File: src/ooo_defines.svh
`ifndef OOO_DEFINES_SVH
`define OOO_DEFINES_SVH

// datapath width.
`define XLEN      32

// register spaces.
`define ARCH_REGS 32
`define PHYS_REGS 64
`define PREG_W    6

// window sizes.
`define ROB_DEPTH 16
`define ROB_W     4
`define IQ_DEPTH  8

// execution lanes.
`define NUM_ALU   3

`endif

File: src/ooo_pkg.sv
`default_nettype none
`include "ooo_defines.svh"

package ooo_pkg;

    typedef enum logic [3:0] {
        ALU_ADD,
        ALU_SUB,
        ALU_AND,
        ALU_OR,
        ALU_XOR,
        ALU_SLL,
        ALU_SRL,
        ALU_SRA,
        ALU_SLT,
        ALU_SLTU,
        ALU_NOP
    } alu_op_t;

    // decoded instruction, still on architectural registers.
    typedef struct packed {
        alu_op_t          op;
        logic [4:0]       rs1;
        logic [4:0]       rs2;
        logic [4:0]       rd;
        logic             has_imm;
        logic [`XLEN-1:0] imm;
        logic             writes_rd;
    } uop_t;

    typedef struct packed {
        uop_t              uop;
        logic [`PREG_W-1:0] psrc1;
        logic [`PREG_W-1:0] psrc2;
        logic [`PREG_W-1:0] pdst;
        logic [`ROB_W-1:0]  rob_idx;
    } renamed_uop_t;

    // one alu lane; b already holds the immediate for op-imm forms.
    typedef struct packed {
        logic               valid;
        alu_op_t            op;
        logic [`XLEN-1:0]   a;
        logic [`XLEN-1:0]   b;
        logic [`PREG_W-1:0] pdst;
        logic [`ROB_W-1:0]  rob_idx;
        logic               writes_rd;
    } issue_pkt_t;

    typedef struct packed {
        logic               valid;
        logic [`PREG_W-1:0] pdst;
        logic [`ROB_W-1:0]  rob_idx;
        logic               writes_rd;
        logic [`XLEN-1:0]   value;
    } complete_t;

    typedef struct packed {
        logic             valid;
        logic [4:0]       rd;
        logic [`XLEN-1:0] value;
    } retire_t;

endpackage

`default_nettype wire

File: src/alu_unit.sv
`timescale 1ns/1ns
`default_nettype none
`include "ooo_defines.svh"

module alu_unit (
    input  wire                  clk,
    input  wire                  rstn,
    input  wire ooo_pkg::issue_pkt_t issue,
    output ooo_pkg::complete_t   result
);
    import ooo_pkg::*;

    logic [`XLEN-1:0]   value;
    logic [4:0]         shamt;
    logic               valid_q;
    logic [`PREG_W-1:0] pdst_q;
    logic [`ROB_W-1:0]  rob_idx_q;
    logic               writes_q;
    logic [`XLEN-1:0]   value_q;

    assign shamt = issue.b[4:0];

    always_comb begin
        case (issue.op)
            ALU_ADD:  value = issue.a + issue.b;
            ALU_SUB:  value = issue.a - issue.b;
            ALU_AND:  value = issue.a & issue.b;
            ALU_OR:   value = issue.a | issue.b;
            ALU_XOR:  value = issue.a ^ issue.b;
            ALU_SLL:  value = issue.a << shamt;
            ALU_SRL:  value = issue.a >> shamt;
            ALU_SRA:  value = $unsigned($signed(issue.a) >>> shamt);
            ALU_SLT:  value = `XLEN'($signed(issue.a) < $signed(issue.b));
            ALU_SLTU: value = `XLEN'(issue.a < issue.b);
            default:  value = '0;
        endcase
    end

    // one-cycle lane, an idle cycle leaves valid low.
    always_ff @(posedge clk or negedge rstn) begin
        if (!rstn) begin
            valid_q <= 1'b0;
        end else begin
            valid_q <= issue.valid;
        end
    end

    always_ff @(posedge clk) begin
        pdst_q    <= issue.pdst;
        rob_idx_q <= issue.rob_idx;
        writes_q  <= issue.writes_rd;
        value_q   <= value;
    end

    always_comb begin
        result.valid     = valid_q;
        result.pdst      = pdst_q;
        result.rob_idx   = rob_idx_q;
        result.writes_rd = writes_q;
        result.value     = value_q;
    end

endmodule

`default_nettype wire

File: config.mk
export PLATFORM = sky130hd
export DESIGN_NAME = alu_unit
export DESIGN_NICKNAME = d
export VERILOG_FILES = /design/src/ooo_pkg.sv /design/src/alu_unit.sv
export VERILOG_INCLUDE_DIRS = /design/src
export SDC_FILE = /design/constraint.sdc
export NUM_CORES = 1
export LEC_CHECK = 0
export BUFFER_PORTS_ARGS = -buffer_cell sky130_fd_sc_hd__clkbuf_2
export CAP_MARGIN = 20
export CORE_MARGIN = 2
export CORE_UTILIZATION = 55
export CTS_CLUSTER_DIAMETER = 200
export DETAILED_ROUTE_END_ITERATION = 12
export GPL_TIMING_DRIVEN = 0
export PLACE_DENSITY = 0.77
export SYNTH_ARGS = -nofsm -noshare
export SYNTH_HDL_FRONTEND = slang
export SYNTH_SLANG_ARGS = --single-unit
export TNS_END_PERCENT = 10
File: constraint.sdc
create_clock -name clk -period 1.85 [get_ports clk]
set_clock_uncertainty 0.15 [all_clocks]
set_input_delay 0.2775 -clock clk [delete_from_list [all_inputs] [get_ports clk]]
set_output_delay 0.2775 -clock clk [all_outputs]
set_load 0.005 [all_outputs]
### Yosys cells after proc, flatten, opt, wreduce, memory -nomap -nowiden

Index checks and enable logic that the tools add are counted.
W data, S select, Z words.

* add/subtract/negate cells: 2
* $lt $le $gt $ge: 2
* equal/unequal tests: 9
* shift-type cells: 3
* muxes and demuxes: 1
* bitwise logic cells: 3
* reduce and logical (&&, ||, !) cells: 1

Operators with widths (count)
* $pmux W32 S10: 1
* $lt A32 B32 Y1: 2
* $add A32 B32 Y32: 1
* $and A32 B32 Y32: 1
* $or A32 B32 Y32: 1
* $shl A32 B5 Y32: 1
* $shr A32 B5 Y32: 1
* $sshr A32 B5 Y32: 1
* $sub A32 B32 Y32: 1
* $xor A32 B32 Y32: 1
* $eq A4 B3 Y1 const B: 4
* $eq A4 B2 Y1 const B: 2
* $eq A4 B4 Y1 const B: 2
* $eq A4 B1 Y1 const B: 1
* $logic_not A4 Y1: 1

* bits in registers: 44
* output and inout bits: 44
* logic and storage cells: 26

### Longest topological paths before layout

* depth in word-level cells: 2
* depth in mapped cells: 15
* depth with buffers taken out: 12

### Least setup slack after synthesis

OpenSTA, ideal clock, no wires.

* path type: input to register
* start: in issue[12] (netlist bit)
* end: reg value_q[29]
* setup time: 0.140 ns
* data arrival time: 3.133 ns
* data required time: 1.560 ns
* slack: -1.572 ns
* cell stages on the path: 14
* path through: buf_2 -> inv_2 -> buf_1 -> buf_2 -> ha_1 -> o21bai_1 -> nand3_1 -> nand4_1 -> a41oi_1 -> o31ai_1 -> a41oi_1 -> o211ai_1 -> xnor2_1 -> o221ai_1

* longest elaborated chain between the ends: 2
* elaborated cells on any way between the ends: 6

RTL lines
* start: declaration: line alu_unit.sv:8 `input wire ooo_pkg::issue_pkt_t issue,`
* $sub A32 B32 Y32, or another cell as far along: line alu_unit.sv:26 `ALU_SUB: value = issue.a - issue.b;`
* $pmux W32 S10 *: line alu_unit.sv:24 `case (issue.op)`
* named net value[29]: line alu_unit.sv:13 `` logic [`XLEN-1:0] value; ``
* end signal: assignment: line alu_unit.sv:52 `value_q <= value;`
* end: declaration: line alu_unit.sv:19 `` logic [`XLEN-1:0] value_q; ``

Mark *: on every way through the listed nets, which the timed path passes. The rest lies on a longest branch.

### Final worst setup path

* start: in issue[15] (netlist bit)
* end: reg value_q[28]

Same word-level chain as after synthesis.

==> flow_summary.json <==
{
  "status": "complete, but fails checks",
  "violations": "negative setup slack",
  "hold_violations": 0,
  "place_ws_ns": -2.08,
  "drv_cap": 0,
  "syn_to_final_growth_pct": 27.5,
  "final.period_utilization_pct": 170,
  "ant_nets": 0,
  "synth-seq-cells": 44,
  "clkTransAtPathRegs_ns": 0.07,
  "final-seq-area_um2": 886,
  "yosys_warnings": 0,
  "core_area_mm2": 0.0164,
  "setup_viol": 32,
  "row_count": 47,
  "syn_nets": 1484,
  "p_per_area_mw_per_mm2": 495,
  "drive_gt1_share_pct": 24.5,
  "instances_no_fill": 1698,
  "io_buffers": 124,
  "whs_ns": 0.146,
  "p_total_mw": 5.76,
  "synth_top_family_by_area": "compound AO/OA/AOI/OAI gates",
  "wl_mm": 47.8,
  "synth_adder_area_share_pct": 13.9,
  "cts.sinks": 44,
  "synthMuxAreaShare_pct": 14.6,
  "yosysSeqAreaShare_pct": 9.72,
  "setup_tns_ns": -33.03,
  "n_fill_cell": 1288,
  "grt_pass1_vias": 11387,
  "path_max_fanout": 10,
  "dr.first_iter.drc_count": 2286,
  "slew_headroom_pct": 20.7,
  "post-dp-hpwl_mm": 35.0,
  "worst_pin_slew_ns": 1.18,
  "die_h_um": 133,
  "antenna_found_initial": 2,
  "slowest_stage": "a311oi_2",
  "grt_first_pass_wirelength_mm": 68.3,
  "cp.required_ns": 1.85,
  "initial_utilization_pct": 55.5,
  "grt_max_degree": 16,
  "remaining_drc_errors": 0,
  "dp_cells": 1646,
  "numCtsBuffers": 5,
  "synth_cell_types": 74,
  "final_nets": 1659,
  "synth_edf_count": 0,
  "placed_area_mm2": 0.0102,
  "synth_compound_area_share_pct": 33.3,
  "cts_root_buf": "clkbuf_16",
  "startpoint_type": "primary input",
  "ys.flop_type": "dfxtp_1",
  "hold_class": "in -> async",
  "ioPinCount": 126,
  "drtPass1Iterations": 6,
  "crit_type": "in -> reg",
  "yosys-top-cells-area": "ha_1 13%, dfxtp_1 9.4%, a21oi_1 7.4%",
  "antenna_cells": 0,
  "max_freq_ghz": 0.319,
  "rsz0062_at_grt": "yes",
  "synth_top_area_cell": "ha_1",
  "dieArea_mm2": 0.0176,
  "vias_per_cell": 7.33,
  "multi_input_area_mm2": 0.00808,
  "final_area_mm2": 0.0116,
  "detail_route.wl_per_cell_um": 28.2,
  "crit_chain": "clkbuf_16 -> clkinv_8 -> clkbuf_16 -> buf_4 -> ha_1 -> nor2b_1 -> o21ai_0 -> nand2_2 -> o211ai_1 -> buf_4 -> nand4_1 -> a311oi_2 -> o2bb2ai_2 -> mux2i_1 -> o21ai_1",
  "gr-total-overflow": 0,
  "syn_avg_cell_area_um2": 7.00,
  "synth-simple-area-share_pct": 17.5,
  "p_leak_nw": 5.11,
  "netlist_area_mm2": 0.00911,
  "cp-end-kind": "flip-flop",
  "die_w_um": 133,
  "yosys.area.top_type_share_pct": 13.5,
  "synthCells": 1302,
  "cpPeakStageDelay_ns": 0.42,
  "fin_util_pct": 70.8,
  "fin_ws_ns": -1.29,
  "gp_congestion": 1.11,
  "async_flop_share_pct": 2.27,
  "cts_tree": "yes",
  "synth_xor_area_share_pct": 2.21,
  "fin_crit_ns": 3.14,
  "h-tree-depth": 2,
  "cp.arrival_ns": 3.14,
  "ir_drop_mv": 0.390,
  "dr_total_vias": 12439,
  "clock_path_buffers": 2,
  "finalMaxSlewViolations": 0,
  "track_usage_pct": 50.9
}
critical path: cells and delay by family:
kind	cells	cell delay, ns
compound gates	5	1.12
simple gates	3	0.53
mux	1	0.23
fa+ha+maj	1	0.28
buf+inv	5	0.70
synth_stat cells, types with 9 or more instances:
| cell type | n |
|---|---|
| buf_1 | 9 |
| buf_2 | 11 |
| o21ai_0 | 116 |
| xnor2_1 | 18 |
| mux2_2 | 15 |
| nand2_1 | 136 |
| nand3_1 | 25 |
| or3_1 | 10 |
| dfxtp_1 | 43 |
| a31oi_1 | 14 |
| o31ai_1 | 9 |
| a221oi_1 | 18 |
| inv_1 | 93 |
| nor3_1 | 25 |
| o22ai_1 | 10 |
| nor2_1 | 108 |
| clkbuf_1 | 71 |
| ha_1 | 98 |
| o21bai_1 | 11 |
| nor4_1 | 11 |
| o211ai_1 | 31 |
| a21o_1 | 13 |
| mux4_2 | 19 |
| a221o_1 | 12 |
| mux2i_1 | 66 |
| a211oi_1 | 24 |
| a21oi_1 | 134 |
cells by family after synthesis:
| group | after synthesis |
|---|---|
| AO/OA/AOI/OAI | 474 |
| AND/OR/NAND/NOR | 360 |
| buffers and inverters | 196 |
| multiplexers | 105 |
| adder cells (fa/ha/maj) | 100 |
| flip-flops | 44 |
| XOR/XNOR | 23 |
registers in the layout, indices dropped and copies added, names as in the netlist:
signal	count
pdst_q	6
value_q	32
valid_q	1
rob_idx_q	4
writes_q	1
power breakdown:
group          internal (mW)  switching (mW)  leakage, nW
registers               1.05          0.0284        0.371
clock network          0.643           0.425       0.0840
logic                   1.35            2.26         4.66
total                   3.04            2.72         5.11
layout make-up:
cell class,count,area share [%]
plain buffers,93,5.85
clock buffers,5,1.08
clock inverters,3,0.409
inverters,98,3.54
multi-input cells,1062,69.5
flip-flops and latches,44,7.62
well taps,220,2.37
repair buffers,173,9.61
worst max-delay path by stage:
stage          startpoint           to  cells after the start
3_3_place_gp    issue[11]  value_q[11]                     14
3_5_place_dp    issue[11]  value_q[11]                     14
5_1_grt         issue[15]   value_q[0]                     16
2_1_floorplan   issue[14]  value_q[28]                     13
6_report        issue[15]  value_q[28]                     15
4_1_cts         issue[12]  value_q[30]                     16
cell usage in the layout, fill, tap and decap left out, types with 7 or more instances in the layout:
cell / synthesis / layout
nand2_1: 136 / 134
clkbuf_2: 0 / 128
a21oi_1: 134 / 116
nor2_1: 108 / 104
inv_1: 93 / 89
o21ai_0: 116 / 86
ha_1: 98 / 86
mux2i_1: 66 / 58
clkbuf_1: 71 / 44
dfxtp_1: 43 / 43
buf_4: 3 / 37
o211ai_1: 31 / 31
o21ai_1: 4 / 25
nand3_1: 25 / 23
a211oi_1: 24 / 21
nor3_1: 25 / 19
mux4_2: 19 / 19
xnor2_1: 18 / 17
a221oi_1: 18 / 17
a21oi_2: 0 / 14
mux2_2: 15 / 14
a21o_1: 13 / 13
dlygate4sd3_1: 0 / 13
clkbuf_16: 0 / 12
a221o_1: 12 / 12
a31oi_1: 14 / 11
buf_12: 1 / 10
or3_1: 10 / 9
o22ai_1: 10 / 9
o21ai_2: 0 / 9
o21a_1: 8 / 8
and3_1: 8 / 8
o21bai_1: 11 / 8
ha_2: 0 / 8
and2_1: 7 / 7
nand2b_1: 7 / 7
o31ai_1: 9 / 7
nor4_1: 11 / 7
a211o_1: 7 / 7
metal layers:
metal | vias up | track usage [%] | part of all wire, %
met5 | - | 0 | 0.061
li1 | 5132 | - | -
met3 | 341 | 14.7 | 17
met4 | 4 | 29.9 | 8.3
met1 | 5632 | 66.7 | 35
met2 | 1330 | 74.1 | 40
what timing repair did:
item | 4_1_cts | 5_1_grt
gates resized for setup | 148 | 81
pin swaps | 40 | 38
hold buffers | 13 | 0
buffers inserted | 30 | 6
setup endpoints to repair | 32 | 32
hold endpoints to repair | 13 | 0
Power figures use the tool's default switching activity.
