==> config.mk <==
export PLATFORM = sky130hd
export DESIGN_NAME = reorder_buffer
export DESIGN_NICKNAME = d
export VERILOG_FILES = /design/src/ooo_pkg.sv /design/src/reorder_buffer.sv
export VERILOG_INCLUDE_DIRS = /design/src
export SDC_FILE = /design/constraint.sdc
export NUM_CORES = 2
export LEC_CHECK = 0
export BUFFER_PORTS_ARGS = -buffer_cell sky130_fd_sc_hd__buf_2
export CORE_MARGIN = 4
export CORE_UTILIZATION = 30
export DETAILED_ROUTE_END_ITERATION = 10
export PLACE_DENSITY_LB_ADDON = 0.15
export SYNTH_ARGS = -nofsm -noshare
export SYNTH_HDL_FRONTEND = slang
export SYNTH_SLANG_ARGS = --single-unit
==> constraint.sdc <==
create_clock -name clk -period 3.8 [get_ports clk]
set_input_delay 0.38 -clock clk [delete_from_list [all_inputs] [get_ports clk]]
set_output_delay 0.38 -clock clk [all_outputs]
set_load 0.02 [all_outputs]
==> src/ooo_defines.svh <==
`ifndef OOO_DEFINES_SVH
`define OOO_DEFINES_SVH

// datapath width.
`define XLEN      32

// register spaces.
`define ARCH_REGS 32
`define PHYS_REGS 64
`define PREG_W    6

// window sizes.
`define ROB_DEPTH 16
`define ROB_W     4
`define IQ_DEPTH  8

// execution lanes.
`define NUM_ALU   3

`endif

==> src/ooo_pkg.sv <==
`default_nettype none
`include "ooo_defines.svh"

package ooo_pkg;

    typedef enum logic [3:0] {
        ALU_ADD,
        ALU_SUB,
        ALU_AND,
        ALU_OR,
        ALU_XOR,
        ALU_SLL,
        ALU_SRL,
        ALU_SRA,
        ALU_SLT,
        ALU_SLTU,
        ALU_NOP
    } alu_op_t;

    // decoded instruction, still on architectural registers.
    typedef struct packed {
        alu_op_t          op;
        logic [4:0]       rs1;
        logic [4:0]       rs2;
        logic [4:0]       rd;
        logic             has_imm;
        logic [`XLEN-1:0] imm;
        logic             writes_rd;
    } uop_t;

    typedef struct packed {
        uop_t              uop;
        logic [`PREG_W-1:0] psrc1;
        logic [`PREG_W-1:0] psrc2;
        logic [`PREG_W-1:0] pdst;
        logic [`ROB_W-1:0]  rob_idx;
    } renamed_uop_t;

    // one alu lane; b already holds the immediate for op-imm forms.
    typedef struct packed {
        logic               valid;
        alu_op_t            op;
        logic [`XLEN-1:0]   a;
        logic [`XLEN-1:0]   b;
        logic [`PREG_W-1:0] pdst;
        logic [`ROB_W-1:0]  rob_idx;
        logic               writes_rd;
    } issue_pkt_t;

    typedef struct packed {
        logic               valid;
        logic [`PREG_W-1:0] pdst;
        logic [`ROB_W-1:0]  rob_idx;
        logic               writes_rd;
        logic [`XLEN-1:0]   value;
    } complete_t;

    typedef struct packed {
        logic             valid;
        logic [4:0]       rd;
        logic [`XLEN-1:0] value;
    } retire_t;

endpackage

`default_nettype wire

==> src/reorder_buffer.sv <==
`timescale 1ns/1ns
`default_nettype none
`include "ooo_defines.svh"

module reorder_buffer (
    input  wire                                clk,
    input  wire                                rstn,
    input  wire ooo_pkg::renamed_uop_t         ren,
    input  wire [`PREG_W-1:0]                  old_pdst,
    input  wire                                dispatch,
    input  wire ooo_pkg::complete_t [`NUM_ALU-1:0] complete,
    output logic                               stall,
    output logic [`ROB_W-1:0]                  rob_tail,
    output ooo_pkg::retire_t                   retire,
    output logic                               free_valid,
    output logic [`PREG_W-1:0]                 free_tag
);
    localparam int CNT_W = `ROB_W + 1;

    logic [`ROB_DEPTH-1:0] done;
    logic [`ROB_DEPTH-1:0] writes;
    logic [4:0]            rd_arch [`ROB_DEPTH];
    logic [`PREG_W-1:0]    old_tag [`ROB_DEPTH];
    logic [`XLEN-1:0]      value [`ROB_DEPTH];
    logic [`ROB_W-1:0]     head;
    logic [CNT_W-1:0]      count;
    logic                  retire_now;

    assign stall      = (count == CNT_W'(`ROB_DEPTH));
    assign retire_now = (count != '0) && done[head];

    // the previous mapping of rd goes back once the writer retires.
    assign free_valid = retire_now && writes[head];
    assign free_tag   = old_tag[head];

    always_ff @(posedge clk or negedge rstn) begin
        if (!rstn) begin
            head     <= '0;
            rob_tail <= '0;
            count    <= '0;
            done     <= '0;
        end else begin
            for (int j = 0; j < `NUM_ALU; j++) begin
                if (complete[j].valid) begin
                    done[complete[j].rob_idx] <= 1'b1;
                end
            end
            if (dispatch) begin
                done[rob_tail] <= 1'b0;
                rob_tail       <= rob_tail + 1'b1;
            end
            if (retire_now) begin
                head <= head + 1'b1;
            end
            count <= count + CNT_W'(dispatch) - CNT_W'(retire_now);
        end
    end

    always_ff @(posedge clk) begin
        if (dispatch) begin
            rd_arch[rob_tail] <= ren.uop.rd;
            old_tag[rob_tail] <= old_pdst;
            writes[rob_tail]  <= ren.uop.writes_rd;
        end
        for (int j = 0; j < `NUM_ALU; j++) begin
            if (complete[j].valid) begin
                value[complete[j].rob_idx] <= complete[j].value;
            end
        end
    end

    // non-writers report rd 0 and value 0.
    always_ff @(posedge clk or negedge rstn) begin
        if (!rstn) begin
            retire <= '0;
        end else begin
            retire.valid <= retire_now;
            retire.rd    <= (retire_now && writes[head]) ? rd_arch[head] : '0;
            retire.value <= (retire_now && writes[head]) ? value[head] : '0;
        end
    end

endmodule

`default_nettype wire

**Word-level counts from Yosys, hierarchy flattened**

Memory sizes are Yosys's and may differ from the RTL's.
Cells that the tools add are included.

- Memory bits (writable): 688
- Memories kept: 3
- Bits of input ports: 216
- Output and inout bits: 50
- Word-level logic and storage cells: 64
- Bits in registers: 83

- Bitwise operators: 5
- Magnitude comparators: 9
- Reductions and logical operators: 7
- Equal/unequal tests: 1
- Multiplexer cells: 27
- Add/subtract/negate cells: 4

Memory list:

| memory | words | width | rd ports | clocked after Yosys merged registers in | write ports | line | text |
|---|---|---|---|---|---|---|---|
| value | 16 | 32 | 1 | 0 | 3 | reorder_buffer.sv:24 | `` logic [`XLEN-1:0] value [`ROB_DEPTH]; `` |
| old_tag | 16 | 6 | 1 | 0 | 1 | reorder_buffer.sv:23 | `` logic [`PREG_W-1:0] old_tag [`ROB_DEPTH]; `` |
| rd_arch | 16 | 5 | 1 | 0 | 1 | reorder_buffer.sv:22 | `` logic [4:0] rd_arch [`ROB_DEPTH]; `` |

Operator list:

| operator | count |
|---|---|
| two-way mux 16 bit | 4 |
| bitwise OR 16 bit | 3 |
| two-way mux 32 bit | 1 |
| less-than comparator 4 x 5 -> 1 bit, second input constant | 5 |
| bitwise AND 16 bit | 1 |
| bitwise mux 16 bit | 1 |
| demux 1 bit (select 4 bit) | 4 |
| greater-or-equal comparator 4 x 1 -> 1 bit, second input constant | 4 |
| inverter 16 bit | 1 |
| two-way mux 1 bit | 14 |
| adder 4 x 1 -> 4 bit, second input constant | 2 |
| binary-select mux 1 bit (select 4 bit) | 2 |
| logical AND 1 bit | 6 |
| adder 5 x 1 -> 5 bit | 1 |
| == test 5 bit, second input constant | 1 |
| two-way mux 5 bit | 1 |
| nonzero test 5 bit | 1 |
| subtractor 5 x 1 -> 5 bit | 1 |

**Longest topological paths before layout**

- Depth after elaboration: 12
- Depth in mapped cells: 14
- Gate-level depth less buffers: 14

**Worst setup path before layout**

OpenSTA, ideal clock, no wires.

- Path type: register -> register
- From: register count[3]
- To: register count[4]
- Required time: 3.677 ns
- Slack: 0.893 ns
- Buffers on the path: 0
- Stages on the path, launching flop included: 15
- Clock period less this slack: 2.907 ns
- Library setup time: 0.123 ns
- Arrival time: 2.784 ns
- Cells stage by stage: dfrtp_1 inv_1 ha_1 or4b_2 nand2_1 nand4b_1 nand2_1 ha_1 inv_1 ha_1 fa_1 a21oi_1 nor2_1 nor2_1 xnor2_1

- Longest elaborated chain between the ends: 3
- Elaborated cells between the ends (all ways): 4
- Those cells by class: add/sub: 2; reduce/logical: 2

RTL lines:

| element | line | text |
|---|---|---|
| start: declaration | reorder_buffer.sv:26 | `logic [CNT_W-1:0] count;` |
| start signal: assignment | reorder_buffer.sv:55 | `count <= count + CNT_W'(dispatch) - CNT_W'(retire_now);` |
| nonzero test 5 bit | reorder_buffer.sv:30 | `assign retire_now = (count != '0) && done[head];` |
| logical AND 1 bit | reorder_buffer.sv:30 |  |
| net retire_now | reorder_buffer.sv:27 | `logic retire_now;` |
| subtractor 5 x 1 -> 5 bit | reorder_buffer.sv:55 |  |

The timed path passes the listed nets, and every way through them passes these cells.
A chain may end at the register's enable or synchronous reset.

**Worst setup path in the final report**

- From: register head[3]
- To: output free_valid

- Longest elaborated chain between the ends: 4
- Elaborated cells between the ends (all ways): 6
- Those cells by class: mux: 4; reduce/logical: 2

RTL lines:

| element | line | text |
|---|---|---|
| start: declaration | reorder_buffer.sv:25 | `` logic [`ROB_W-1:0] head; `` |
| start signal: assignment | reorder_buffer.sv:53 | `head <= head + 1'b1;` |
| binary-select mux 1 bit (select 4 bit) | reorder_buffer.sv:30 |  |
| two-way mux 1 bit (implied by the code) | reorder_buffer.sv:30 |  |
| logical AND 1 bit | reorder_buffer.sv:30 |  |
| logical AND 1 bit * | reorder_buffer.sv:33 | `assign free_valid = retire_now && writes[head];` |
| end: declaration | reorder_buffer.sv:15 | `output logic free_valid,` |

Mark *: on every way between the ends. The rest lies on a longest branch, timed or not. The select of a mux whose other input is x is not followed.

==> out/results.ini <==
[place]
place_inst = 4815
dp_hpwl_um = 82310
portBuffers = 175
place.gp.congestion = 0.7917

[setup_path]
end_kind = output pin
cp_top_family = buffers and inverters
reg2reg_slack_ns = 0.63
cpMostUsedCell = mux2i_1
crit_chain = buf_4, mux2i_1, mux2i_1, a21bo_4, inv_1, buf_2
startpoint_type = flop
cp.arrival_ns = 3.26
crit_buf_inv = 3
cp.depth = 6
crit_start = head[3]
crit_required_ns = 3.42
slowest_delay_ns = 0.85
critPathKind = flop to output pin
critPathSlowestCell = buf_4
endpoint = free_valid
reg2reg_to = count[4]
r2r_start = count[2]
r2r_cells = 14
path_max_fanout = 38

[synthesis]
ys_types = 42
syn-num-nets = 3356
synth_area_mm2 = 0.04040
ys.warnings.count = 0
syn_avg_cell_area_um2 = 12.92
ys.flop_type = edfxtp_1
async_flop_share_pct = 8.690
yosysSeqAreaShare_pct = 56.48
synth_edf_count = 704
postSynthCellCount = 3128
ys_ff_latch = 771

[timing]
maxClockFrequency_ghz = 0.2744
rsz0062_at_grt = false
skew_ns = 0.02718
tightest_slew_ns = 1.107
period_minus_slack_ns = 3.644
drv_slew = 0
finalSetupViolCount = 0
setup-tns-final_ns = 0
slew_headroom_pct = 26.22
finalHoldViolCount = 0
fin_crit_sh_pct = 95.90

[route]
drcViolationCount = 0
ant_nets = 0
totalWireLength_um = 147500
first_pass_iters = 8
first_iter_violations = 2870
wl_per_cell_um = 29.46
via_per_inst = 5.446
vias = 27270

[cts]
cts_buffers = 94
tritoncts = done
hold_buffers = 3
numClockSinks = 771
clockBufferDepth = 3
clk_pin_slew_ns = 0.06
root_buffer = clkbuf_16
h-tree-depth = 3
insertion_delay_ns = 0.70
cts.repair.resized = 0
post_cts_buffers = 0

[power]
leakagePower_nw = 16.34
p_per_area_mw_per_mm2 = 602.0
ir_drop_mv = 0.4780

[final_layout]
final_cells = 5007
nNetsFinal = 3374
layout-drive-gt1-share_pct = 21.54
syn2layout_area_growth_pct = 15.03
final_common_cell = edfxtp_1
final_cell_mix = 704 x edfxtp_1, 520 x mux2i_1, 347 x nor2_1

[global_routing]
grt_max_degree = 88
grt_pass1_wl_um = 207100
grt_overflow = 0
antenna_found_initial = 35
grt_pass1_vias = 27560
grt_usage_pct = 20.59

[floorplanning]
die_h_um = 375.0
std_cell_rows = 134
die_w_um = 375.0
die_area_mm2 = 0.1406
pin_count = 266
core_mm2 = 0.1336
initial_core_util_pct = 30.23

[outcome]
outcome = complete, no violations

[run]
cap_viol_max_count = 0

[hold_path]
hold_path_class = input pin to flop

routing by layer:
layer  track usage [%]  vias up  wire (µm)
met5                 0        -        109
met3             5.449      288      12550
li1                  -    11770          -
met2             33.11     1265      68930
met1             27.45    13940      61650
met4             5.880       16       4256
worst min path at each step:
stage,endpoint,cells after the start,from
global route,rd_arch[4][0],1,ren[56]
global placement,done[8],1,done[8]
CTS,rd_arch[4][0],1,ren[56]
detailed placement,done[8],1,done[8]
finish,rd_arch[14][3],1,ren[59]
floorplan,count[0],0,rstn
power by group:
group	total, mW	internal [mW]	switching (mW)
Clock	9.31	5.54	3.77
Combinational	8.08	3.66	4.42
Sequential	10.6	10.2	0.438
Total	28.0	19.4	8.62
registers in the layout, summed over array words and instances (netlist names):
register,flops
count,5
done,16
head,4
old_tag,96
rd_arch,80
retire,38
rob_tail,4
value,512
writes,16
through the flow:
step / utilization [%] / setup slack, ns / power [mW] / hold slack (ns) / cell area (µm²)
finish: 34.78 / 0.1557 / 27.98 / 0.06106 / 46470
CTS: 34.75 / 0.08045 / 28.42 / 0.005153 / 46440
global route: 34.76 / 0.05442 / 29.25 / 0.01603 / 46440
floorplan: - / 0.8932 / 16.28 / 0.08441 / 40400
detailed placement: 32.34 / 0.6330 / 19.02 / 0.4762 / 43210
global placement: 32.34 / 0.5907 / 18.93 / 0.4714 / 43210
synth_stat cells (2+ instances only):
cell / number / share of area, %
a21oi_1: 332 / 4.1
a31oi_1: 4 / 0.062
and2_1: 2 / 0.031
and3_1: 2 / 0.031
buf_1: 43 / 0.40
buf_2: 57 / 0.71
buf_6: 15 / 0.42
clkbuf_1: 239 / 2.2
dfrtp_1: 67 / 4.2
edfxtp_1: 704 / 52
ha_1: 11 / 0.34
inv_1: 11 / 0.10
mux2i_1: 520 / 13
mux4_2: 220 / 12
nand2_1: 235 / 2.2
nand2b_1: 11 / 0.17
nand3_1: 11 / 0.14
nand4_1: 2 / 0.031
nor2_1: 353 / 3.3
nor2b_1: 44 / 0.68
nor3_1: 3 / 0.037
nor3_2: 2 / 0.050
nor3b_1: 5 / 0.093
nor4_1: 2 / 0.031
o211ai_1: 5 / 0.093
o21ai_0: 175 / 2.2
o21ai_1: 20 / 0.25
o22a_1: 13 / 0.28
xnor2_1: 4 / 0.087
xor2_1: 4 / 0.087
final cells by class:
type	count	area, µm²
diodes	12	30.03
clock buffers	133	2711
clock inverters	44	489.2
fillers	12850	87150
inverters	11	41.29
multi-input cells	1991	16320
flip-flops and latches	771	22830
well taps	1768	2212
repair buffers	277	1839
kinds of logic after synthesis:
family	synth area share [%]
compound gates	7.074
xor+xnor	0.1734
fa+ha+maj	0.3902
buf+inv	3.865
flops	56.48
mux	25.18
simple gates	6.842
No activity file was read; power rests on OpenSTA's default activity.
