<file path="config.mk">
export PLATFORM = sky130hd
export DESIGN_NAME = rename_unit
export DESIGN_NICKNAME = d
export VERILOG_FILES = /design/src/ooo_pkg.sv /design/src/rename_unit.sv
export VERILOG_INCLUDE_DIRS = /design/src
export SDC_FILE = /design/constraint.sdc
export NUM_CORES = 1
export LEC_CHECK = 0
export BUFFER_PORTS_ARGS = -buffer_cell sky130_fd_sc_hd__buf_2
export CORE_MARGIN = 5
export CORE_UTILIZATION = 61
export CTS_CLUSTER_SIZE = 25
export DETAILED_ROUTE_END_ITERATION = 8
export MAX_ROUTING_LAYER = met4
export PLACE_DENSITY = 0.78
export SLEW_MARGIN = 25
export SYNTH_ARGS = -nofsm -noshare
export SYNTH_HDL_FRONTEND = slang
export SYNTH_SLANG_ARGS = --single-unit
</file>
<file path="constraint.sdc">
create_clock -name clk -period 4.65 [get_ports clk]
set_input_delay 1.1625 -clock clk [delete_from_list [all_inputs] [get_ports clk]]
set_output_delay 1.1625 -clock clk [all_outputs]
set_load 0.05 [all_outputs]
</file>
<file path="src/ooo_defines.svh">
`ifndef OOO_DEFINES_SVH
`define OOO_DEFINES_SVH

// datapath width.
`define XLEN      32

// register spaces.
`define ARCH_REGS 32
`define PHYS_REGS 64
`define PREG_W    6

// window sizes.
`define ROB_DEPTH 16
`define ROB_W     4
`define IQ_DEPTH  8

// execution lanes.
`define NUM_ALU   3

`endif

</file>
<file path="src/ooo_pkg.sv">
`default_nettype none
`include "ooo_defines.svh"

package ooo_pkg;

    typedef enum logic [3:0] {
        ALU_ADD,
        ALU_SUB,
        ALU_AND,
        ALU_OR,
        ALU_XOR,
        ALU_SLL,
        ALU_SRL,
        ALU_SRA,
        ALU_SLT,
        ALU_SLTU,
        ALU_NOP
    } alu_op_t;

    // decoded instruction, still on architectural registers.
    typedef struct packed {
        alu_op_t          op;
        logic [4:0]       rs1;
        logic [4:0]       rs2;
        logic [4:0]       rd;
        logic             has_imm;
        logic [`XLEN-1:0] imm;
        logic             writes_rd;
    } uop_t;

    typedef struct packed {
        uop_t              uop;
        logic [`PREG_W-1:0] psrc1;
        logic [`PREG_W-1:0] psrc2;
        logic [`PREG_W-1:0] pdst;
        logic [`ROB_W-1:0]  rob_idx;
    } renamed_uop_t;

    // one alu lane; b already holds the immediate for op-imm forms.
    typedef struct packed {
        logic               valid;
        alu_op_t            op;
        logic [`XLEN-1:0]   a;
        logic [`XLEN-1:0]   b;
        logic [`PREG_W-1:0] pdst;
        logic [`ROB_W-1:0]  rob_idx;
        logic               writes_rd;
    } issue_pkt_t;

    typedef struct packed {
        logic               valid;
        logic [`PREG_W-1:0] pdst;
        logic [`ROB_W-1:0]  rob_idx;
        logic               writes_rd;
        logic [`XLEN-1:0]   value;
    } complete_t;

    typedef struct packed {
        logic             valid;
        logic [4:0]       rd;
        logic [`XLEN-1:0] value;
    } retire_t;

endpackage

`default_nettype wire

</file>
<file path="src/rename_unit.sv">
`timescale 1ns/1ns
`default_nettype none
`include "ooo_defines.svh"

module rename_unit (
    input  wire                   clk,
    input  wire                   rstn,
    input  wire ooo_pkg::uop_t    uop,
    input  wire                   dispatch,
    input  wire [`ROB_W-1:0]      rob_tail,
    input  wire                   free_valid,
    input  wire [`PREG_W-1:0]     free_tag,
    output ooo_pkg::renamed_uop_t ren,
    output logic [`PREG_W-1:0]    old_pdst,
    output logic                  stall,
    output logic                  alloc_valid,
    output logic [`PREG_W-1:0]    alloc_tag
);
    localparam int FL_DEPTH = `PHYS_REGS - `ARCH_REGS;
    localparam int FL_W     = $clog2(FL_DEPTH);
    localparam int CNT_W    = FL_W + 1;

    logic [`PREG_W-1:0] map_table [`ARCH_REGS];
    logic [`PREG_W-1:0] free_list [FL_DEPTH];
    logic [FL_W-1:0]    fl_head;
    logic [FL_W-1:0]    fl_tail;
    logic [CNT_W-1:0]   fl_count;
    logic               pop;

    // only writers need a fresh tag.
    assign stall = uop.writes_rd && (fl_count == '0);
    assign pop   = dispatch && uop.writes_rd;

    always_comb begin
        ren.uop     = uop;
        ren.psrc1   = map_table[uop.rs1];
        ren.psrc2   = map_table[uop.rs2];
        ren.pdst    = uop.writes_rd ? free_list[fl_head] : '0;
        ren.rob_idx = rob_tail;
    end

    assign old_pdst    = map_table[uop.rd];
    assign alloc_valid = pop;
    assign alloc_tag   = ren.pdst;

    // identity map out of reset.
    always_ff @(posedge clk or negedge rstn) begin
        if (!rstn) begin
            for (int i = 0; i < `ARCH_REGS; i++) begin
                map_table[i] <= `PREG_W'(i);
            end
        end else if (pop) begin
            map_table[uop.rd] <= free_list[fl_head];
        end
    end

    // ring of free tags, full at reset with p32 upward.
    always_ff @(posedge clk or negedge rstn) begin
        if (!rstn) begin
            for (int i = 0; i < FL_DEPTH; i++) begin
                free_list[i] <= `PREG_W'(`ARCH_REGS + i);
            end
            fl_head  <= '0;
            fl_tail  <= '0;
            fl_count <= CNT_W'(FL_DEPTH);
        end else begin
            if (free_valid) begin
                free_list[fl_tail] <= free_tag;
                fl_tail            <= fl_tail + 1'b1;
            end
            if (pop) begin
                fl_head <= fl_head + 1'b1;
            end
            fl_count <= fl_count + CNT_W'(free_valid) - CNT_W'(pop);
        end
    end

endmodule

`default_nettype wire

</file>
Word level (Yosys, flattened, before mapping) --
Index checks and enable logic that the tools add are counted.
Operators by class: add/sub/neg operators 4, magnitude comparators 7, multiplexer cells 19, bitwise logic cells 5, reductions and logical operators 5
Operators with widths (count):
- bitwise mux 192 bit | 2
- binary-select mux 6 bit (select 5 bit) | 4
- 2-to-1 mux 6 bit | 11
- demux 6 bit (select 5 bit) | 2
- greater-or-equal comparator 6 bit (second input constant) | 5
- inverter 5 -> 6 bit | 5
- less-than comparator 6 x 1 -> 1 bit (second input constant) | 2
- adder 5 x 1 -> 5 bit (second input constant) | 2
- adder 6 x 1 -> 6 bit | 1
- zero test 6 bit | 1
- subtractor 6 x 1 -> 6 bit | 1
- logical AND 1 bit | 4
Word-level totals: register bits after elaboration 400, bits of input ports 67, output and inout bits 89, word-level logic and storage cells 107

Depth between registers and ports, before layout --
word-level depth 6, depth in mapped cells 12, mapped depth without buffers 12

Worst setup path before layout --
OpenSTA, ideal clock, no wires.
path kind input port to output port, start point input port uop[34] (netlist bit), end point output port old_pdst[4], arrival 3.120 ns, required time 3.488 ns, path slack 0.368 ns, stages 5, buffers on the path 2, cell sequence clkbuf_1 buf_1 mux4_2 a22oi_1 nand4_1
On the way: cells in the longest elaborated chain, start to end 4
Ends and longest elaborated chain:
- from (decl) | line rename_unit.sv:8 | input wire ooo_pkg::uop_t uop,
- inverter 5 -> 6 bit (implied by the code) | line rename_unit.sv:42 | assign old_pdst = map_table[uop.rd];
- binary-select mux 6 bit (select 5 bit) | line rename_unit.sv:42
- 2-to-1 mux 6 bit (implied by the code) (2 in series) | line rename_unit.sv:42
- to (decl) | line rename_unit.sv:14 | output logic [`PREG_W-1:0] old_pdst,
No other way between the ends. The select of a mux whose other input is x is not followed.

==> run_results.csv <==
group,metric,value,unit
cells_and_area,final_layout_size_suffix_gt1_share,65.1,%
placed_design,placement.setup.worst_slack,0.310,ns
synth,synthesis.instances,1476,
synth,synth.net_count,1557,
setup_path,crit_arrival,3.30,ns
route,avgRoutedWirePerCell,28.3,µm
route,routed_via_density,6.83,
sta,max_slew_margin,29.8,%
synth,synth.avg_cell_area,15.1,µm²
synth,synthArstFlopShare,100,%
clock_network,clk_latency,0.56,ns
grt,grt_pass1_vias,14100,
placed_design,buffer_ports.inserted,73,
clock_network,cts_max_level,2,
power_and_ir_drop,share_clk_of_total_power,19.7,%
sta,finalClockSkew,0.0164,ns
grt,grt_first_pass_wirelength,87.4,mm
synth,synth_ff_type,"sky130_fd_sc_hd__dfrtp_1",
power_and_ir_drop,power.share.combinational,39.5,%
die,initial_utilization,61.3,%
die,std_cell_rows,70,
placed_design,hpwl,38.8,mm
die,placeableCoreArea,36300,µm²
synth,mappedNetlistArea,22300,µm²
clock_network,clkSlewWorstSetupHoldPaths,0.06,ns
sta,timing.final.max_slew_violations,0,
clock_network,number_of_buffers_added_by_the_clock_tree_synthesis_step,43,
cells_and_area,design.final.nets,1538,
sta,hold_viol_final,0,
clock_network,cts_post_setup_buffers_inserted,0,
synth,synth_edf_count,0,
power_and_ir_drop,p_sw_share,36.8,%
setup_path,cp.required,3.49,ns
route,wl,55.5,mm
sta,setup-violations-final,0,
route,antenna_violating_nets_post_route,0,
flow_run,drv_cap,0,
sta,layout_min_cycle_time,4.46,ns
placed_design,gp_congestion,1.01,
setup_path,startpoint_type,"register",
sta,max_slew.worst_pin.slew,1.04,ns
sta,fmax,224,MHz
grt,maximum_number_of_pins_on_one_net_before_global_route_repair,103,
grt,grt_overflow,0,
sta,grt_setup_unrepaired,"no",
synth,synth_sequential_area_ratio,46.0,%
cells_and_area,nFillCells,2528,
power_and_ir_drop,cellInternalPower,0.0107,W
route,post-route-drc-count,0,
min_path,hold_class,"reg -> reg",
grt,antenna_violations_before_repair,0,
die,die_w,201,µm
grt,track_usage,28.6,%
synth,synth.lib_cells_used.distinct,47,
clock_network,cts_max_path_buffers,3,
die,die_h,201,µm
die,design.die.area,40500,µm²
cells_and_area,flow.area_growth_from_synthesis,7.55,%
clock_network,tritoncts_clock_tree,"yes",
synth,synth-seq-cells,400,
power_and_ir_drop,power-per-cell-area,709,nW/µm²
sta,layout_setup_ws,0.187,ns
power_and_ir_drop,peakVddDrop,0.413,mV
synth,ys_warn_count,0,
route,num_vias,13400,
outcome,run_status,"finished clean",
setup_path,critPathKind,"reg -> out",
route,drt_iter0_markers,1061,
clock_network,ctsRootBufferMaster,"sky130_fd_sc_hd__clkbuf_16",
cells_and_area,antennaDiodeCount,0,
power_and_ir_drop,power.switching,0.00625,W
power_and_ir_drop,static-leakage-power,10.0,nW
clock_network,cts_hold_buf,0,
clock_network,cts_resized,0,
sta,timing.final.crit_share,96.0,%
route,detailedRoute.firstPassIterationCount,5,
power_and_ir_drop,pwr-share-seq,40.9,%
die,io_pins,156,
setup_path,worstPathMaxFanout,12,
setup_path,crit_path_end_kind,"primary output",
clock_network,sinks_on_clock_net,400,
sta,fin_tns_setup,0,ns
-- final cells by class --
cell class	count	area (µm²)	share of cell area, %
clock buffer	64	1250	5.24
tap	468	586	2.44
clock inverter	15	129	0.538
multi-input combinational	889	10900	45.3
inverter	15	56.3	0.235
sequential	400	10300	42.8
timing repair buffer	108	821	3.42
-- synthesized netlist by cell type (8+ instances only) --
cell type / n / area (µm²)
sky130_fd_sc_hd__mux2i_1: 47 / 470
sky130_fd_sc_hd__dfrtp_1: 207 / 5180
sky130_fd_sc_hd__clkbuf_1: 54 / 203
sky130_fd_sc_hd__mux4_2: 192 / 4320
sky130_fd_sc_hd__a22oi_1: 18 / 135
sky130_fd_sc_hd__a21oi_1: 15 / 75.1
sky130_fd_sc_hd__and2_1: 8 / 50.1
sky130_fd_sc_hd__mux2_2: 396 / 4460
sky130_fd_sc_hd__ha_1: 13 / 163
sky130_fd_sc_hd__dfstp_2: 193 / 5070
sky130_fd_sc_hd__inv_1: 15 / 56.3
sky130_fd_sc_hd__buf_1: 14 / 52.6
sky130_fd_sc_hd__nand4_1: 12 / 75.1
sky130_fd_sc_hd__nor2_1: 50 / 188
sky130_fd_sc_hd__a221oi_1: 11 / 96.3
sky130_fd_sc_hd__buf_6: 22 / 248
sky130_fd_sc_hd__buf_2: 12 / 60.1
sky130_fd_sc_hd__xnor2_1: 8 / 70.1
sky130_fd_sc_hd__buf_4: 67 / 503
sky130_fd_sc_hd__nor3_1: 9 / 45.0
sky130_fd_sc_hd__nand2_1: 25 / 93.8
sky130_fd_sc_hd__nor2b_1: 8 / 50.1
sky130_fd_sc_hd__nand3_1: 15 / 75.1
-- cell usage in the layout, fill, tap and decap left out, drive strengths merged, types with 2 or more instances in the layout --
cell type | synthesis | routed
nand4 | 12 | 12
mux2 | 397 | 397
o22ai | 5 | 5
nor3 | 9 | 9
and2 | 8 | 8
mux2i | 47 | 47
xnor2 | 8 | 8
nand2b | 4 | 4
buf | 118 | 108
o21ai | 14 | 14
nand3b | 4 | 4
nor2b | 8 | 8
a221oi | 12 | 12
a21oi | 15 | 15
o221ai | 6 | 6
nand3 | 15 | 15
a211oi | 5 | 5
clkinv | 0 | 9
or3 | 2 | 2
ha | 13 | 13
inv | 15 | 19
dfstp | 193 | 193
a22oi | 23 | 23
or2 | 2 | 2
dfrtp | 207 | 207
nor3b | 2 | 2
mux4 | 192 | 192
clkbuf | 54 | 64
nand2 | 25 | 25
nor2 | 50 | 50
xor2 | 3 | 3
-- per-layer routing --
| layer | wire (µm) | vias up | share of wire [%] | global-route usage, % |
|---|---|---|---|---|
| met5 | 0 | - | 0 | - |
| met4 | 2420 | 0 | 4.4 | 10.4 |
| met3 | 3920 | 134 | 7.1 | 5.93 |
| met2 | 27800 | 596 | 50 | 46.1 |
| met1 | 21300 | 7082 | 38 | 36.4 |
| li1 | - | 5576 | - | - |
-- power groups by stage --
stage | clock, W | combinational [W] | sequential, W
2_1_floorplan | 0 | 0.00561 | 0.00622
3_3_place_gp | 0 | 0.00649 | 0.00682
3_5_place_dp | 0 | 0.00666 | 0.00694
4_1_cts | 0.00340 | 0.00671 | 0.00690
5_1_grt | 0.00355 | 0.00709 | 0.00713
6_report | 0.00334 | 0.00670 | 0.00694
-- worst max-delay path, stage by stage (launching register included) --
cell and delay, ns:
sky130_fd_sc_hd__dfrtp_1 0.65, sky130_fd_sc_hd__nor2b_1 0.89, sky130_fd_sc_hd__a221oi_1 0.23, sky130_fd_sc_hd__o21ai_0 0.26, sky130_fd_sc_hd__a32oi_2 0.26, sky130_fd_sc_hd__and2_1 0.23
sky130_fd_sc_hd__buf_2 0.21
-- kinds of logic after synthesis --
family / count (synthesis) / share of synthesized area (%)
flip-flops: 400 / 46.0
AND/OR/NAND/NOR: 144 / 3.12
adder cells (fa/ha/maj): 14 / 0.820
buffers and inverters: 187 / 5.28
multiplexers: 636 / 41.6
AO/OA/AOI/OAI: 84 / 2.76
XOR/XNOR: 11 / 0.432
-- stage by stage --
| step | hold slack, ns | instance area [µm²] | cells | utilization (%) | total power [W] |
|---|---|---|---|---|---|
| final | 0.502 | 24000 | 1959 | 65.9 | 0.0170 |
| after global routing | 0.511 | 24000 | 1959 | 65.9 | 0.0178 |
| after CTS | 0.504 | 24000 | 1959 | 65.9 | 0.0170 |
| after detailed placement | 0.489 | 22600 | 1880 | 62.1 | 0.0136 |
| after global placement | 0.482 | 22600 | 1880 | 62.1 | 0.0133 |
| after floorplan | 0.472 | 22300 | 1476 | - | 0.0118 |
-- registers in the layout, summed over array words and instances, names as in the netlist --
signal and flops:
map_table 192, free_list 192, fl_tail 5, fl_count 6, fl_head 5
-- final timing paths --
check / startpoint / to / slack, ns / depth (start not counted)
max: fl_head[1]$_DFFE_PN0P_ / ren[8] / 0.19 / 6
min in group asynchronous: rstn / map_table[157]$_DFFE_PN0P_ / 0.61 / 1
min: free_list[186]$_DFFE_PN0P_ / free_list[186]$_DFFE_PN0P_ / 0.50 / 1
max in group asynchronous: rstn / free_list[62]$_DFFE_PN1P_ / 3.04 / 2
min reg2reg: free_list[186]$_DFFE_PN0P_ / free_list[186]$_DFFE_PN0P_ / 0.50 / 1
max reg2reg: fl_head[1]$_DFFE_PN0P_ / map_table[181]$_DFFE_PN0P_ / 1.56 / 6
Power figures use the tool's default switching activity.
